### src/hdl/udp_cmd_macros.svh
`ifndef UDP_CMD_MACROS_SVH
`define UDP_CMD_MACROS_SVH

// udp ports and payload framing
`define CTRL_UDP_PORT   16'h6789
`define MAGIC_WORD      16'hCBAE
`define CMD_PACKET_TYPE 8'hE1

// lengths at or below this carry no usable command
`define MIN_UDP_LEN     16'd14

// command and result buffer depth
`define CMD_BUF_AW      10

// register map
`define NUM_SETTINGS    8
`define GOOD_CNT_ADDR   15'h1FE
`define BAD_CNT_ADDR    15'h1FF
`define BAD_READ_WORD   16'h0BAD

`endif

### src/hdl/udp_cmd_pkg.sv
package udp_cmd_pkg;

    // inbound ip/udp header from the stack
    typedef struct packed {
        logic [12:0] frag_offset;
        logic [31:0] src_ip;
        logic [31:0] dst_ip;
        logic [15:0] src_port;
        logic [15:0] dst_port;
        logic [15:0] udp_len;
        logic        err;
    } udp_rx_hdr_t;

    typedef struct packed {
        logic [31:0] dst_ip;
        logic [15:0] src_port;
        logic [15:0] dst_port;
    } udp_route_t;

    typedef struct packed {
        udp_route_t  route;
        logic [15:0] udp_len;
    } udp_tx_hdr_t;

    typedef struct packed {
        logic [7:0] data;
        logic       last;
    } axis_byte_t;

    // command view with the write flag on top
    typedef struct packed {
        logic        wr;
        logic [14:0] addr;
    } cmd_view_t;

    typedef union packed {
        logic [15:0] raw;
        cmd_view_t   cmd;
    } cmd_word_u;

    typedef struct packed {
        logic        valid;
        logic        wr;
        logic [14:0] addr;
        logic [15:0] data;
    } reg_req_t;

    typedef struct packed {
        logic [15:0] good;
        logic [15:0] bad;
    } pkt_counts_t;

endpackage

### src/hdl/cmd_exec.sv
`include "udp_cmd_macros.svh"

module cmd_exec (
    input  logic                      clk,
    input  logic                      rst,
    input  logic                      exec_start,
    input  logic [`CMD_BUF_AW-1:0]    cmd_count,
    input  udp_cmd_pkg::cmd_word_u    buf_word,
    output logic [`CMD_BUF_AW-1:0]    buf_addr,
    output logic                      exec_busy,
    output udp_cmd_pkg::reg_req_t     reg_req,
    input  logic [15:0]               reg_rdata,
    output logic                      res_we,
    output logic [`CMD_BUF_AW-1:0]    res_addr,
    output logic [15:0]               res_word
);

    localparam int AW = `CMD_BUF_AW;

    typedef enum logic [1:0] {
        S_IDLE,
        S_RD_CMD,
        S_RD_DAT,
        S_ISSUE
    } state_t;

    state_t                 state;
    udp_cmd_pkg::cmd_word_u cmd_q;
    logic [AW-1:0]          res_idx;

    // buffer address runs one word ahead of the read data
    always_ff @(posedge clk)
    begin
        if (rst)
        begin
            state     <= S_IDLE;
            exec_busy <= 1'b0;
            buf_addr  <= '0;
            res_idx   <= '0;
        end
        else
        begin
            case (state)
                S_IDLE:
                    if (exec_start)
                    begin
                        // first command follows the sequence and length words
                        buf_addr  <= AW'(2);
                        res_idx   <= '0;
                        exec_busy <= 1'b1;
                        state     <= S_RD_CMD;
                    end
                S_RD_CMD:
                begin
                    buf_addr <= buf_addr + AW'(1);
                    state    <= S_RD_DAT;
                end
                S_RD_DAT:
                begin
                    buf_addr <= buf_addr + AW'(1);
                    state    <= S_ISSUE;
                end
                default:
                begin
                    buf_addr <= buf_addr + AW'(1);
                    res_idx  <= res_idx + AW'(1);
                    if (res_idx == cmd_count - AW'(1))
                    begin
                        exec_busy <= 1'b0;
                        state     <= S_IDLE;
                    end
                    else
                        state <= S_RD_DAT;
                end
            endcase
        end
    end

    always_ff @(posedge clk)
    begin
        if (state == S_RD_DAT)
            cmd_q <= buf_word;
    end

    always_comb
    begin
        reg_req.valid = (state == S_ISSUE);
        reg_req.wr    = cmd_q.cmd.wr;
        reg_req.addr  = cmd_q.cmd.addr;
        reg_req.data  = buf_word.raw;
    end

    assign res_we   = reg_req.valid;
    assign res_addr = res_idx;
    // writes echo their data word
    assign res_word = cmd_q.cmd.wr ? buf_word.raw : reg_rdata;

endmodule

### config.mk
export PLATFORM = sky130hd
export DESIGN_NAME = cmd_exec
export DESIGN_NICKNAME = d
export VERILOG_FILES = /design/src/hdl/udp_cmd_pkg.sv /design/src/hdl/cmd_exec.sv
export VERILOG_INCLUDE_DIRS = /design/src /design/src/hdl
export SDC_FILE = /design/constraint.sdc
export NUM_CORES = 1
export LEC_CHECK = 0
export ABC_AREA = 1
export BUFFER_PORTS_ARGS = -buffer_cell sky130_fd_sc_hd__buf_2
export CORE_MARGIN = 2
export CORE_UTILIZATION = 47
export CTS_BUF_LIST = sky130_fd_sc_hd__clkbuf_2
export DETAILED_ROUTE_END_ITERATION = 6
export GPL_TIMING_DRIVEN = 0
export MAX_ROUTING_LAYER = met4
export PLACE_DENSITY = 0.82
export SLEW_MARGIN = 40
export SYNTH_ARGS = -nofsm -noshare
export SYNTH_HDL_FRONTEND = slang
export SYNTH_SLANG_ARGS = --single-unit
### constraint.sdc
create_clock -name clk -period 2.5 [get_ports clk]
set_clock_uncertainty 0.1 [all_clocks]
set_input_delay 0.25 -clock clk [delete_from_list [all_inputs] [get_ports clk]]
set_output_delay 0.25 -clock clk [all_outputs]
set_load 0.005 [all_outputs]
==> results of run 1 <==
## kinds of logic (layout without fill, tap and decap cells)
group / after synthesis / count (layout) / share of synthesized area [%]
AOI/OAI and AO/OA: 35 / 35 / 8.76
xor gates and xnor gates: 3 / 3 / 1.14
adders and majority gates: 7 / 7 / 3.79
buffers and inverters: 59 / 198 / 12.9
DFF: 39 / 39 / 40.7
muxes: 16 / 16 / 7.79
and+or+nand+nor: 121 / 121 / 24.9
## worst min-delay path by stage
stage	from	endpoint	slack [ns]	depth (start not counted)
2_1_floorplan	buf_word[0]	cmd_q[0]$_DFFE_PP_	0.25	0
3_3_place_gp	buf_word[9]	cmd_q[9]$_DFFE_PP_	0.35	1
3_5_place_dp	buf_word[6]	cmd_q[6]$_DFFE_PP_	0.36	1
4_1_cts	rst	buf_addr[1]$_SDFFE_PP0N_	0.05	3
5_1_grt	rst	buf_addr[1]$_SDFFE_PP0N_	0.07	3
6_report	rst	buf_addr[1]$_SDFFE_PP0N_	0.08	3
## sequential cells by signal (all words and copies together), names as in the netlist
name	count
res_addr	10
buf_addr	10
state	2
exec_busy	1
cmd_q	16
## per-layer routing
layer / vias up / routed length (µm) / global-route usage, %
met5: - / 0 / -
met4: 0 / 86 / 6.87
met3: 8 / 350 / 5.15
met2: 76 / 3040 / 38.9
met1: 1057 / 2520 / 25.3
li1: 1179 / - / -
## power breakdown
group          switching, mW  total, mW  internal [mW]
registers             0.0748      0.882          0.808
clock network          0.214      0.488          0.274
logic                  0.500      0.893          0.393
total                  0.789       2.26           1.47
## worst max-delay path, cell delays in order, from the launching register on
cell	delay, ns
edfxtp_1	0.37
clkbuf_1	0.32
buf_2	0.33
mux2_2	0.38
buf_2	0.13
## synth_stat cells, types with 3 or more instances
| cell | count | area (µm²) |
|---|---|---|
| dfxtp_1 | 23 | 460 |
| buf_4 | 17 | 128 |
| nand3_1 | 16 | 80.1 |
| o21ai_0 | 10 | 50.1 |
| edfxtp_1 | 16 | 480 |
| mux2_2 | 16 | 180 |
| inv_2 | 3 | 11.3 |
| nor2_1 | 26 | 97.6 |
| inv_1 | 34 | 128 |
| nand3_2 | 3 | 30.0 |
| a21oi_1 | 15 | 75.1 |
| nor3_1 | 6 | 30.0 |
| nand2_1 | 60 | 225 |
| xnor2_1 | 3 | 26.3 |
| ha_1 | 7 | 87.6 |
| a211oi_1 | 5 | 37.5 |
## timing repair
item / 4_1_cts / 5_1_grt
hold buffers: 16 / 0
hold endpoints to repair: 16 / 0
buffers inserted: 0 / 0
setup endpoints to repair: 0 / 0
## cell type report
| class | instances | area, µm² | share of cell area (%) |
|---|---|---|---|
| timing repair buffer | 131 | 736 | 22.8 |
| inverter | 38 | 148 | 4.58 |
| clock inverter | 2 | 60.1 | 1.86 |
| sequential | 39 | 941 | 29.2 |
| buffer | 21 | 151 | 4.70 |
| tap | 67 | 83.8 | 2.60 |
| clock buffer | 6 | 30.0 | 0.932 |
| multi-input combinational | 182 | 1070 | 33.3 |
==> summary.txt, run 1 <==
Status
  – Status: completed

Floorplan
  – Io pins: 116
  – Die width: 74.2 µm
  – # rows: 25
  – Die ar.: 5500 µm²
  – Core box area: 4720 µm²
  – Die Height: 74.2 µm
  – Starting Density: 49.0%

Layout
  – Nets@finish: 470
  – ANT cells: 0
  – Post-route cell area: 3220 µm²
  – Util after Layout: 68.2%
  – Most used cells in the layout excluding fill and tap cells: buf_2, nand2_1, inv_1
  – P&R area growth vs syn: 39.3%
  – Commonest non-fill, non-tap cell in the layout: buf_2
  – Layout cell share with drive strength beyond 1: 41.8%
  – Fill count: 381
  – Final cell count without fillers: 486

Global route
  – Largest net degree at the start of global routing: 18
  – Initial antenna violation count: 0
  – Gr usage total: 22.3%
  – Via count of the first global-routing pass: 2099
  – Congestion Overflow GR: 0
  – First-pass GRT wire length: 9050 µm

Route
  – # DRC: 0
  – Router iterations before antenna repair: 4
  – Drt initial violations: 83
  – Vias: 2320
  – Wire per inst: 12.3 µm
  – Post-route ant nets: 0
  – DRT Wirelength: 6000 µm
  – DR vias/cell: 4.77

STA
  – Setup TNS: 0 ns
  – Setup Viol. Count Final: 0
  – Tcrit/Tclk final: 90.5%
  – Slew headroom: 48.5%
  – Final hold viol count: 0
  – Max-slew violations: 0
  – Worst Setup Slack, final: 0.238 ns
  – RSZ-0062 raised after global routing: false
  – Worst-Margin Slew: 0.773 ns
  – WHS: 0.0754 ns
  – Final worst path period need: 2.26 ns
  – Max Freq: 0.442 GHz

Worst setup path
  – Element type at the critical path start: register
  – CP Class: register to output port
  – FF-to-FF setup slack: 0.56 ns
  – Worst reg2reg path depth: 11
  – Critical Path Sink: res_word[9]
  – CP required: 2.15 ns
  – CP Capture Type: output port
  – Critical path fanouts, max: 10
  – RR Endpoint: res_addr[8]$_SDFFE_PP0P_
  – Crit path launch: cmd_q[15]$_DFFE_PP_
  – Reg2reg start: state[0]$_SDFFE_PP0N_
  – Worst Path Arrival: 1.91 ns

Clock network
  – Clock slew at reported path FFs: 0.21 ns
  – Clk root buf: clkbuf_2
  – CTS tree: done
  – Post-CTS sizing: 0
  – CTS sink count: 39
  – CTS H-tree lvls: 2
  – CTS Buffer Depth: 2
  – Clk Latency, worst-skew pair: 0.39 ns
  – Num CTS Buffers: 5

Logic synthesis
  – Syn_nets: 332
  – Avg Cell Area, Syn: 8.26 µm²
  – Sequential-to-total area share from yosys stat: 40.7%
  – Primary FF master, synth: dfxtp_1
  – Post-synth EDFFs: 16
  – Distinct cells, synth: 34
  – Cells after synthesis: 280
  – Netlist Area Pre-Place: 2310 µm²
  – FFs w/ async S/R, synth: 0%
  – Yosys warning count: 0
  – Register bit total from synthesis: 39

Placement
  – Place WS: 0.569 ns
  – HPWL after DPL: 4390 µm
  – Placed cells: 462
  – # port buffers: 115
  – Placed Instance Area: 2970 µm²
  – RD Place Congestion: 0.823

Power and ir drop
  – Max IR drop VDD: 470 µV
  – Lkg Pwr: 1.58 nW
  – PwrDens: 702 nW/µm²
  – Total power: 2.26 mW

Worst hold path
  – Hold/Removal Path Class: primary input to register

Run
  – Max cap viols: 0
Power figures use the tool's default switching activity.
==> run 2: changes to the inputs <==
--- a/config.mk
+++ b/config.mk
@@ -8,13 +8,15 @@
 export LEC_CHECK = 0
 export ABC_AREA = 1
 export BUFFER_PORTS_ARGS = -buffer_cell sky130_fd_sc_hd__buf_2
+export CELL_PAD_IN_SITES_DETAIL_PLACEMENT = 0
+export CELL_PAD_IN_SITES_GLOBAL_PLACEMENT = 1
 export CORE_MARGIN = 2
-export CORE_UTILIZATION = 47
+export CORE_UTILIZATION = 33
 export CTS_BUF_LIST = sky130_fd_sc_hd__clkbuf_2
 export DETAILED_ROUTE_END_ITERATION = 6
 export GPL_TIMING_DRIVEN = 0
 export MAX_ROUTING_LAYER = met4
-export PLACE_DENSITY = 0.82
+export PLACE_DENSITY_LB_ADDON = 0.1
 export SLEW_MARGIN = 40
 export SYNTH_ARGS = -nofsm -noshare
 export SYNTH_HDL_FRONTEND = slang
==> run 2 against run 1 <==
  * Fmax is 1.0% higher
  * Die area is 40% higher
  * Worst hold slack better by 0.029 ns
  * Final cell count is 6.0% higher
  * Critical endpoint is now res_word[13]
  * Largest cell class unchanged
  * Largest power group unchanged
==> summary.txt, run 2 (synthesis results as in run 1) <==
Floorplan
  – # rows: 30
  – Die Height: 87.7 µm
  – Io pins: 116
  – Die ar.: 7700 µm²
  – Core box area: 6790 µm²
  – Die width: 87.7 µm
  – Starting Density: 34.1%

Route
  – # DRC: 0
  – Router iterations before antenna repair: 4
  – Drt initial violations: 84
  – Uppermost layer routed: met4
  – DRT Wirelength: 5810 µm
  – Post-route ant nets: 0
  – DR vias/cell: 4.29
  – Wire per inst: 11.3 µm
  – Metal2 WL: 2950 µm
  – Metal-1 WL: 2470 µm
  – Vias: 2208
  – WL met3: 343 µm

Clock network
  – Num CTS Buffers: 5
  – CTS sink count: 39
  – Post-CTS sizing: 0
  – Post-CTS Hold Buffers: 16
  – CTS tree: done
  – # Post-CTS Setup Buffers: 0
  – Clk Latency, worst-skew pair: 0.38 ns
  – CTS Buffer Depth: 2
  – Clk root buf: clkbuf_2
  – Clock slew at reported path FFs: 0.19 ns
  – CTS H-tree lvls: 2

Placement
  – # port buffers: 115
  – RD Place Congestion: 0.753
  – HPWL after DPL: 4600 µm
  – Placed Instance Area: 3010 µm²

STA
  – Max Freq: 0.447 GHz
  – Slew headroom: 51.0%
  – WHS: 0.104 ns
  – Max-slew violations: 0
  – Tcrit/Tclk final: 89.5%
  – Final hold viol count: 0
  – Setup Viol. Count Final: 0
  – Worst-Margin Slew: 0.736 ns
  – RSZ-0062 raised after global routing: false
  – Final worst path period need: 2.24 ns
  – Setup TNS: 0 ns

Power and ir drop
  – PwrDens: 636 nW/µm²
  – Lkg Pwr: 1.56 nW
  – Max IR drop VDD: 343 µV
  – Total power: 2.04 mW

Worst setup path
  – CP Capture Type: output port
  – CP Class: register to output port
  – Critical path fanouts, max: 10
  – Worst Path Arrival: 1.89 ns
  – Element type at the critical path start: register
  – CP required: 2.15 ns

Layout
  – Commonest non-fill, non-tap cell in the layout: buf_2
  – Most used cells in the layout excluding fill and tap cells: buf_2, nand2_1, inv_1
  – P&R area growth vs syn: 38.7%
  – Post-route cell area: 3210 µm²
  – Fill count: 684
  – Nets@finish: 470
  – Layout cell share with drive strength beyond 1: 41.8%
  – Max reg flops: 16
  – Top reg by flops: cmd_q
  – Util after Layout: 47.2%
  – ANT cells: 0

Global route
  – Largest net degree at the start of global routing: 18
  – First-pass GRT wire length: 9000 µm
  – Congestion Overflow GR: 0
  – Gr usage total: 15.4%
  – Initial antenna violation count: 0
  – Via count of the first global-routing pass: 1999

Worst hold path
  – Hold/Removal Path Class: primary input to register

Status
  – Status: completed

Run
  – Max cap viols: 0
-- run 2: report_power, final --
| part | internal, mW | leakage [nW] | switching, mW |
|---|---|---|---|
| logic | 0.393 | 1.20 | 0.491 |
| clock network | 0.0765 | 0.0330 | 0.202 |
| registers | 0.808 | 0.335 | 0.0722 |
| total | 1.28 | 1.56 | 0.765 |
-- run 2: through the flow --
stage,setup WS [ns],cells
floorplan,0.770,280
global placement,0.565,491
detailed placement,0.573,491
CTS,0.227,515
global route,0.100,515
finish,0.261,515
-- run 2: per-layer routing --
layer / vias up / GRT usage (%)
li1: 1173 / -
met1: 956 / 18.2
met2: 73 / 26.4
met3: 6 / 3.96
met4: 0 / 3.36
met5: - / -
-- run 2: final timing paths --
check / start / to / slack [ns] / depth (start not counted)
setup / recovery: cmd_q[15]$_DFFE_PP_ / res_word[13] / 0.26 / 4
hold / removal: exec_start / state[0]$_SDFFE_PP0N_ / 0.10 / 3
setup reg to reg: state[1]$_SDFFE_PP0N_ / res_addr[8]$_SDFFE_PP0P_ / 0.58 / 11
hold reg to reg: exec_busy$_SDFFE_PP0P_ / exec_busy$_SDFFE_PP0P_ / 0.37 / 2
-- run 2: critical path, cell delays in order, from the launching register on --
cell and delay (ns):
edfxtp_1 0.40, clkbuf_1 0.31, buf_2 0.31, mux2_2 0.37
buf_2 0.13
-- run 2: area by class of cell --
type,instances,area (µm²),share of cell area [%]
buffer,21,151,4.72
clock buffer,7,35.0,1.09
clock inverter,1,5.00,0.156
inverter,38,148,4.60
multi-input combinational,182,1070,33.5
sequential,39,941,29.3
tap,96,120,3.74
timing repair buffer,131,736,22.9
