$ cat src/hdl/udp_cmd_macros.svh
`ifndef UDP_CMD_MACROS_SVH
`define UDP_CMD_MACROS_SVH

// udp ports and payload framing
`define CTRL_UDP_PORT   16'h6789
`define MAGIC_WORD      16'hCBAE
`define CMD_PACKET_TYPE 8'hE1

// lengths at or below this carry no usable command
`define MIN_UDP_LEN     16'd14

// command and result buffer depth
`define CMD_BUF_AW      10

// register map
`define NUM_SETTINGS    8
`define GOOD_CNT_ADDR   15'h1FE
`define BAD_CNT_ADDR    15'h1FF
`define BAD_READ_WORD   16'h0BAD

`endif

$ cat src/hdl/udp_cmd_pkg.sv
package udp_cmd_pkg;

    // inbound ip/udp header from the stack
    typedef struct packed {
        logic [12:0] frag_offset;
        logic [31:0] src_ip;
        logic [31:0] dst_ip;
        logic [15:0] src_port;
        logic [15:0] dst_port;
        logic [15:0] udp_len;
        logic        err;
    } udp_rx_hdr_t;

    typedef struct packed {
        logic [31:0] dst_ip;
        logic [15:0] src_port;
        logic [15:0] dst_port;
    } udp_route_t;

    typedef struct packed {
        udp_route_t  route;
        logic [15:0] udp_len;
    } udp_tx_hdr_t;

    typedef struct packed {
        logic [7:0] data;
        logic       last;
    } axis_byte_t;

    // command view with the write flag on top
    typedef struct packed {
        logic        wr;
        logic [14:0] addr;
    } cmd_view_t;

    typedef union packed {
        logic [15:0] raw;
        cmd_view_t   cmd;
    } cmd_word_u;

    typedef struct packed {
        logic        valid;
        logic        wr;
        logic [14:0] addr;
        logic [15:0] data;
    } reg_req_t;

    typedef struct packed {
        logic [15:0] good;
        logic [15:0] bad;
    } pkt_counts_t;

endpackage

$ cat src/hdl/cmd_seq_ctrl.sv
module cmd_seq_ctrl (
    input  logic                     clk,
    input  logic                     rst,
    input  logic                     in_hdr_valid,
    output logic                     in_hdr_ready,
    input  logic                     rx_done,
    input  logic                     rx_ok,
    input  logic                     exec_busy,
    input  logic                     tx_done,
    output logic                     exec_start,
    output logic                     tx_start,
    output udp_cmd_pkg::pkt_counts_t counts
);

    typedef enum logic [1:0] {
        IDLE,
        RECV,
        EXEC,
        REPLY
    } state_t;

    state_t state;
    logic   busy_q;
    logic   rx_bad;
    logic   take_hdr;
    state_t after_pkt;

    assign rx_bad = rx_done && !rx_ok;

    // a waiting header may be taken as soon as the previous packet ends
    assign take_hdr = in_hdr_valid && (state == IDLE ||
                                       (state == RECV && rx_bad) ||
                                       (state == REPLY && tx_done));

    assign after_pkt = take_hdr ? RECV : IDLE;

    always_ff @(posedge clk)
    begin
        if (rst)
        begin
            state        <= IDLE;
            in_hdr_ready <= 1'b0;
            exec_start   <= 1'b0;
            tx_start     <= 1'b0;
            busy_q       <= 1'b0;
            counts       <= '0;
        end
        else
        begin
            in_hdr_ready <= take_hdr;
            exec_start   <= 1'b0;
            tx_start     <= 1'b0;
            busy_q       <= exec_busy;
            case (state)
                IDLE:
                    state <= after_pkt;
                RECV:
                    if (rx_done && rx_ok)
                    begin
                        exec_start <= 1'b1;
                        state      <= EXEC;
                    end
                    else if (rx_bad)
                        state <= after_pkt;
                EXEC:
                    // falling edge of busy ends execution
                    if (busy_q && !exec_busy)
                    begin
                        tx_start <= 1'b1;
                        state    <= REPLY;
                    end
                REPLY:
                    if (tx_done)
                        state <= after_pkt;
                default:
                    state <= IDLE;
            endcase
            if (tx_done)
                counts.good <= counts.good + 16'd1;
            if (rx_bad)
                counts.bad <= counts.bad + 16'd1;
        end
    end

endmodule

$ cat config.mk
export PLATFORM = sky130hd
export DESIGN_NAME = cmd_seq_ctrl
export DESIGN_NICKNAME = d
export VERILOG_FILES = /design/src/hdl/udp_cmd_macros.svh /design/src/hdl/udp_cmd_pkg.sv /design/src/hdl/cmd_seq_ctrl.sv
export SDC_FILE = /design/constraint.sdc
export NUM_CORES = 1
export LEC_CHECK = 0
export BUFFER_PORTS_ARGS = -buffer_cell sky130_fd_sc_hd__buf_4
export CAP_MARGIN = 20
export CORE_MARGIN = 2
export CORE_UTILIZATION = 49
export CTS_BUF_LIST = sky130_fd_sc_hd__clkbuf_8
export CTS_CLUSTER_DIAMETER = 80
export DETAILED_ROUTE_END_ITERATION = 6
export GPL_ROUTABILITY_DRIVEN = 0
export GPL_TIMING_DRIVEN = 0
export PLACE_DENSITY = 0.84
export SYNTH_ARGS = -nofsm -noshare
export SYNTH_HDL_FRONTEND = slang
export SYNTH_SLANG_ARGS = --single-unit
$ cat constraint.sdc
create_clock -name clk -period 1.45 [get_ports clk]
set_input_delay 0.145 -clock clk [delete_from_list [all_inputs] [get_ports clk]]
set_output_delay 0.145 -clock clk [all_outputs]
set_load 0.01 [all_outputs]
==> flow_metrics.tcl, run 1 <==
set metrics [dict create \
    status "complete, but fails checks" \
    violations "negative setup slack" \
    grt_usage_pct 20.4 \
    tightest_slew_ps 470 \
    power.leakage_nw 0.946 \
    fmax_mhz 645 \
    dp_hpwl_um 2570 \
    r2r_start "state[0]$_SDFFE_PP0P_" \
    dieArea_um2 4020 \
    crit_start "state[0]$_SDFFE_PP0P_" \
    cap_viol_max_count 0 \
    drt_iter0_drc 58 \
    antenna_found_initial 0 \
    nets 257 \
    numCtsBuffers 5 \
    areaGrowthSynthToFinish_pct 38.1 \
    synth-async-reset-ratio_pct 0 \
    synth.distinct_cells 35 \
    rr_endpoint "state[1]$_SDFFE_PP0P_" \
    slowest_delay_ps 390 \
    syn_area_um2 1730 \
    whs_path_depth 3 \
    endpoint_kind "flop" \
    muxShareOfSynthArea_pct 2.39 \
    hold_path_class "primary input to flop" \
    setup_viol 2 \
    synthSimpleGateAreaFrac_pct 27.3 \
    place_area_um2 2090 \
    viasPerCell 5.34 \
    cts_tree "yes" \
    synth_xor_xnor_area_share_pct 12.7 \
    insertedDiodeCount 0 \
    insertion_delay_ps 290 \
    cts_sinks 38 \
    slew_headroom_pct 68.7 \
    dr.pass1.iters 4 \
    clockBufferDepth 2 \
    r2r_slack_ps -100 \
    grt_pass1_vias 1453 \
    finalInstanceArea_um2 2390 \
    holdCritStartpoint "in_hdr_valid" \
    synthAdderAreaFrac_pct 4.34 \
    critPathMaxFanout 4 \
    critPathLaunchType "flop" \
    postRouteAntennaNets 0 \
    slew_viol_final 0 \
    switchingPower_mw 0.472 \
    synth_fp_nets 204 \
    whs_endpoint "in_hdr_ready$_SDFF_PP0_" \
    fin_total_pwr_mw 1.93 \
    setup_tns_ps -126 \
    ff2ff_path_depth 6 \
    crit_type "flop to flop" \
    fin_crit_sh_pct 107 \
    wl_um 4060 \
    portBuffers 40 \
    cp_cell_sequence "inv_1 > ha_4 > a222oi_1 > buf_4 > mux2i_1 > nor2_1" \
    cts_root_buf "clkbuf_8" \
    routedWlPerCell_um 14.0 \
    worstPathArrival_ps 1710 \
    core-area_um2 3360 \
    sw_frac_of_total_pct 24.4 \
    die_h_um 63.4 \
    place_ws_ps -126 \
    htree_num_levels 2 \
    drcViolationCount 0 \
    synth_top_family_by_area "simple AND/OR/NAND/NOR gates" \
    fin_ws_ps -99.6 \
    synth_cells 191 \
    p_clk_share_pct 35.5 \
    synth_seq_cells 38 \
    ios 42 \
    finalHoldViolations 0 \
    p_seq_share_pct 56.1 \
    grt_pass1_wl_um 6470 \
    finClkSkew_ps 4.81 \
    internal-power_mw 1.46 \
    vias 1548 \
    slowest_stage "dfxtp_4" \
    post_route_cells_drive_above_1_share_pct 40.6 \
    ys.flop_type "dfxtp_1" \
    synth_edf_count 0 \
    grt_overflow_total 0 \
    rows 21 \
    grt_max_degree 12 \
    ir_worst_vdd_mv 0.638 \
    synth_compound_area_share_pct 5.43 \
    ys.warnings.count 0 \
    clk_pin_slew_ps 70 \
    fin_crit_ps 1550 \
    required_ps 1610 \
    rsz0062_at_grt "yes" \
    ys_seq_area_share_pct 44.0 \
    pwr_density_cell_nw_per_um2 810 \
    syn_area_per_cell_um2 9.05 \
    combPwrFrac_pct 8.4 \
    die_w_um 63.4 \
    initial_core_util_pct 51.4 \
]
[layout make-up]
cell class | count | area (um2)
clock inverter | 2 | 10.0
buffer | 6 | 40.0
fill | 269 | 976
tap | 46 | 57.6
sequential | 38 | 801
clock buffer | 5 | 68.8
multi-input combinational | 139 | 1030
inverter | 8 | 32.5
timing repair buffer | 46 | 345
[layer usage]
layer / share of wire (%) / wire [um] / GRT usage (%) / up-vias
li1: - / - / - / 764
met1: 42 / 1690 / 24.5 / 736
met2: 53 / 2130 / 33.9 / 44
met3: 4.5 / 182 / 5.00 / 4
met4: 1.4 / 55 / 10.1 / 0
met5: 0 / 0 / 0 / -
[power groups by stage]
stage	Clock [mW]	Combinational, mW	Sequential [mW]
floorplan	0	0.0803	1.11
global placement	0	0.134	1.10
detailed placement	0	0.137	1.10
CTS	0.692	0.141	1.08
global route	0.741	0.179	1.09
finish	0.687	0.162	1.08
[worst max-delay path by stage]
stage | end | slack [ps] | depth (start not counted)
after floorplan | counts[14]$_SDFFE_PP0P_ | 2 | 5
after global placement | state[1]$_SDFFE_PP0P_ | -80 | 5
after detailed placement | state[1]$_SDFFE_PP0P_ | -130 | 5
after CTS | counts[31]$_SDFFE_PP0P_ | -20 | 4
after global routing | state[1]$_SDFFE_PP0P_ | -170 | 6
final | state[1]$_SDFFE_PP0P_ | -100 | 6
[stage by stage]
stage	util, %	instances	hold WS [ps]
global route	71.0	290	89.1
detailed placement	62.1	277	378
floorplan	-	191	259
global placement	62.1	277	369
CTS	65.7	286	82.4
finish	71.0	290	78.8
[kinds of logic after synthesis]
family                     count (synthesis)
adders and majority gates                  6
and+or+nand+nor                           90
DFF                                       38
xor gates and xnor gates                  25
muxes                                      4
buffers and inverters                     14
AOI/OAI and AO/OA                         14
[cell usage in the layout, fill, tap and decap left out, drive strengths merged]
| cell type | n |
|---|---|
| xnor2 | 13 |
| inv | 8 |
| clkinv | 2 |
| mux2i | 3 |
| a222oi | 1 |
| nor2b | 3 |
| a21boi | 1 |
| nand2b | 1 |
| nand4b | 1 |
| clkbuf | 9 |
| nand4 | 10 |
| ha | 6 |
| a211oi | 1 |
| mux2 | 1 |
| nand2 | 13 |
| a221o | 1 |
| xor2 | 12 |
| nor4 | 7 |
| nand3 | 8 |
| and4b | 2 |
| a21oi | 4 |
| nor3 | 5 |
| and3 | 1 |
| buf | 48 |
| or3 | 5 |
| dfxtp | 38 |
| nor2 | 32 |
| a32oi | 1 |
| a21bo | 1 |
| o21ai | 4 |
| and4 | 2 |
[worst max-delay path, delay by kind of cell, from the launching register on]
family	cells	cell delay [ps]
AOI/OAI and AO/OA	1	350
buffers and inverters	2	280
adders and majority gates	1	170
muxes	1	180
and+or+nand+nor	1	60
DFF	1	390
[synthesized netlist by cell type (3+ instances only)]
cell type / instances / area share, %
inv_1: 8 / 1.7
or3_1: 5 / 1.8
nor2b_1: 3 / 1.1
nand4_1: 9 / 3.3
a21oi_1: 4 / 1.2
nor2_1: 32 / 6.9
xnor2_1: 13 / 6.6
ha_1: 6 / 4.3
mux2i_1: 3 / 1.7
nor4_1: 7 / 2.5
clkbuf_1: 3 / 0.65
nand2_1: 13 / 2.8
nand3_1: 8 / 2.3
dfxtp_1: 38 / 44
o21ai_0: 4 / 1.2
xor2_1: 12 / 6.1
nor3_1: 5 / 1.4
[registers in the layout (all words and copies together), names as in the netlist]
register      flops
exec_start        1
state             2
tx_start          1
busy_q            1
in_hdr_ready      1
counts           32
[timing repair]
item	4_1_cts	5_1_grt
endpoints found under the setup margin	9	17
hold buffers	0	0
resized for setup	12	39
pin swaps	3	8
setup buffers	2	4
Note: power is estimated with default switching activity, not from simulation.
==> inputs of run 2 (changes only) <==
Settings changed: CORE_UTILIZATION 49 to 30, PLACE_DENSITY 0.84 to 0.59.
==> run 2 against run 1 <==
The flow now finishes without violations. Final area increased by 1.5%. Combinational power is 2% higher. Non-clock buffer count increased by 2. Register-to-register slack better by 110 ps. First-iteration DRC count down 66%. Wire length decreased by 8.0%. Count of clock-buffer cells in the layout grew 1. Critical endpoint unchanged. Largest power group unchanged.
==> flow_metrics.tcl, run 2 (same netlist as run 1, synthesis figures left out) <==
set metrics [dict create \
    status "finished, final reports clean" \
    hold_buffers 0 \
    fin_total_pwr_mw 1.98 \
    antenna_found_initial 0 \
    p_seq_share_pct 54.6 \
    layout_commonest_cell "buf_4" \
    numCtsBuffers 5 \
    top_layer_used "met4" \
    post_route_cells_drive_above_1_share_pct 39.3 \
    clk_pin_slew_ps 70 \
    whs_path_depth 2 \
    r2r_start "state[1]$_SDFFE_PP0P_" \
    initial_core_util_pct 31.2 \
    fin_crit_sh_pct 99.3 \
    dp_hpwl_um 2600 \
    cts_sinks 38 \
    finalInstanceArea_um2 2420 \
    switchingPower_mw 0.463 \
    setup_viol 0 \
    final_cell_mix "buf_4 (49), nor2_1 (32), dfxtp_1 (23)" \
    final_cell_count_no_fill 319 \
    cts_root_buf "clkbuf_8" \
    rr_endpoint "state[1]$_SDFFE_PP0P_" \
    viasPerCell 4.81 \
    slew_headroom_pct 69.0 \
    combPwrFrac_pct 8.4 \
    cap_viol_max_count 0 \
    sw_frac_of_total_pct 23.3 \
    dieArea_um2 6390 \
    endpoint_kind "flop" \
    top_regs "counts x32, state x2" \
    cts_tree "yes" \
    nets 259 \
    p_clk_share_pct 37.0 \
    crit_type "flop to flop" \
    ff2ff_path_depth 6 \
    fmax_mhz 695 \
    insertion_delay_ps 280 \
    vias 1535 \
    hold_path_class "primary input to flop" \
    ios 42 \
    ir_worst_vdd_mv 0.463 \
    dr_wl_met2_um 1760 \
    finClkSkew_ps 5.95 \
    clockBufferDepth 2 \
    die_w_um 79.9 \
    core-area_um2 5540 \
    insertedDiodeCount 0 \
    drcViolationCount 0 \
    portBuffers 40 \
    routedWlPerCell_um 11.7 \
    wl_um 3730 \
    grt_max_degree 12 \
    postRouteAntennaNets 0 \
    grt_pass1_wl_um 6020 \
    required_ps 1610 \
    pwr_density_cell_nw_per_um2 819 \
    dr.pass1.iters 4 \
    top_register "counts" \
    grt_pass1_vias 1267 \
    die_h_um 79.9 \
    whs_endpoint "busy_q$_SDFF_PP0_" \
    rsz0062_at_grt "yes" \
    dp_cells 303 \
    tightest_slew_ps 465 \
    grt_usage_pct 12.0 \
    finalHoldViolations 0 \
    areaGrowthSynthToFinish_pct 40.2 \
    power.leakage_nw 0.948 \
    worstPathArrival_ps 1600 \
    slew_viol_final 0 \
    htree_num_levels 2 \
    setup_tns_ps 0 \
    num-fill-cells 569 \
    drt_iter0_drc 20 \
    largest_reg_flops 32 \
    critPathLaunchType "flop" \
    grt_overflow_total 0 \
    r2r_slack_ps 10 \
    rows 27 \
    place_area_um2 2120 \
    drt-met1-wl_um 1690 \
    dr_wl_met3_um 233 \
    internal-power_mw 1.52 \
    fin_util_pct 43.7 \
    fin_crit_ps 1440 \
    critPathMaxFanout 4 \
    holdCritStartpoint "exec_busy" \
]
==> run 2: worst max-delay path by stage <==
| stage | startpoint | endpoint | slack, ps | cells after the start |
|---|---|---|---|---|
| after floorplan | counts[0]$_SDFFE_PP0P_ | counts[14]$_SDFFE_PP0P_ | 2 | 5 |
| after global routing | counts[0]$_SDFFE_PP0P_ | counts[14]$_SDFFE_PP0P_ | -100 | 5 |
| after CTS | counts[0]$_SDFFE_PP0P_ | counts[14]$_SDFFE_PP0P_ | -60 | 5 |
| after global placement | counts[0]$_SDFFE_PP0P_ | counts[14]$_SDFFE_PP0P_ | -110 | 5 |
| final | state[1]$_SDFFE_PP0P_ | state[1]$_SDFFE_PP0P_ | 10 | 6 |
| after detailed placement | counts[0]$_SDFFE_PP0P_ | counts[14]$_SDFFE_PP0P_ | -140 | 5 |
==> run 2: repair_timing <==
action / in CTS / in global routing
setup endpoints to repair: 12 / 16
buffers inserted: 2 / 6
pin swaps: 2 / 10
resized for setup: 12 / 31
==> run 2: power groups by stage <==
stage               clock [mW]  sequential (mW)  combinational, mW
finish                   0.734             1.08              0.166
global route             0.825             1.09              0.184
CTS                      0.768             1.08              0.143
detailed placement           0             1.10              0.138
global placement             0             1.10              0.137
floorplan                    0             1.11             0.0803
==> run 2: area by class of cell <==
class,count,area (um2),share of cell area (%)
sequential,38,792,32.7
tap,72,90.1,3.72
clock inverter,2,8.76,0.361
inverter,8,32.5,1.34
multi-input combinational,139,1020,42.0
timing repair buffer,48,360,14.9
buffer,6,40.0,1.65
clock buffer,6,82.6,3.41
==> run 2: metrics by stage <==
| stage | hold slack, ps | worst slack (ps) |
|---|---|---|
| global route | 91.8 | -103 |
| detailed placement | 380 | -137 |
| floorplan | 259 | 2.14 |
| CTS | 77.9 | -59.5 |
| global placement | 371 | -107 |
| finish | 90.9 | 10.8 |
==> run 2: critical path, cell delays in order (launching register included) <==
cell,delay (ps)
dfxtp_4,390
inv_4,40
ha_4,150
a222oi_1,320
buf_4,190
mux2i_1,170
nor2_1,50
==> run 2: routing by layer <==
layer  global-route usage, %  up-vias
met3                    4.30        6
met2                    19.4       38
met1                    14.9      721
met4                    3.56        0
li1                        -      770
met5                       0        -
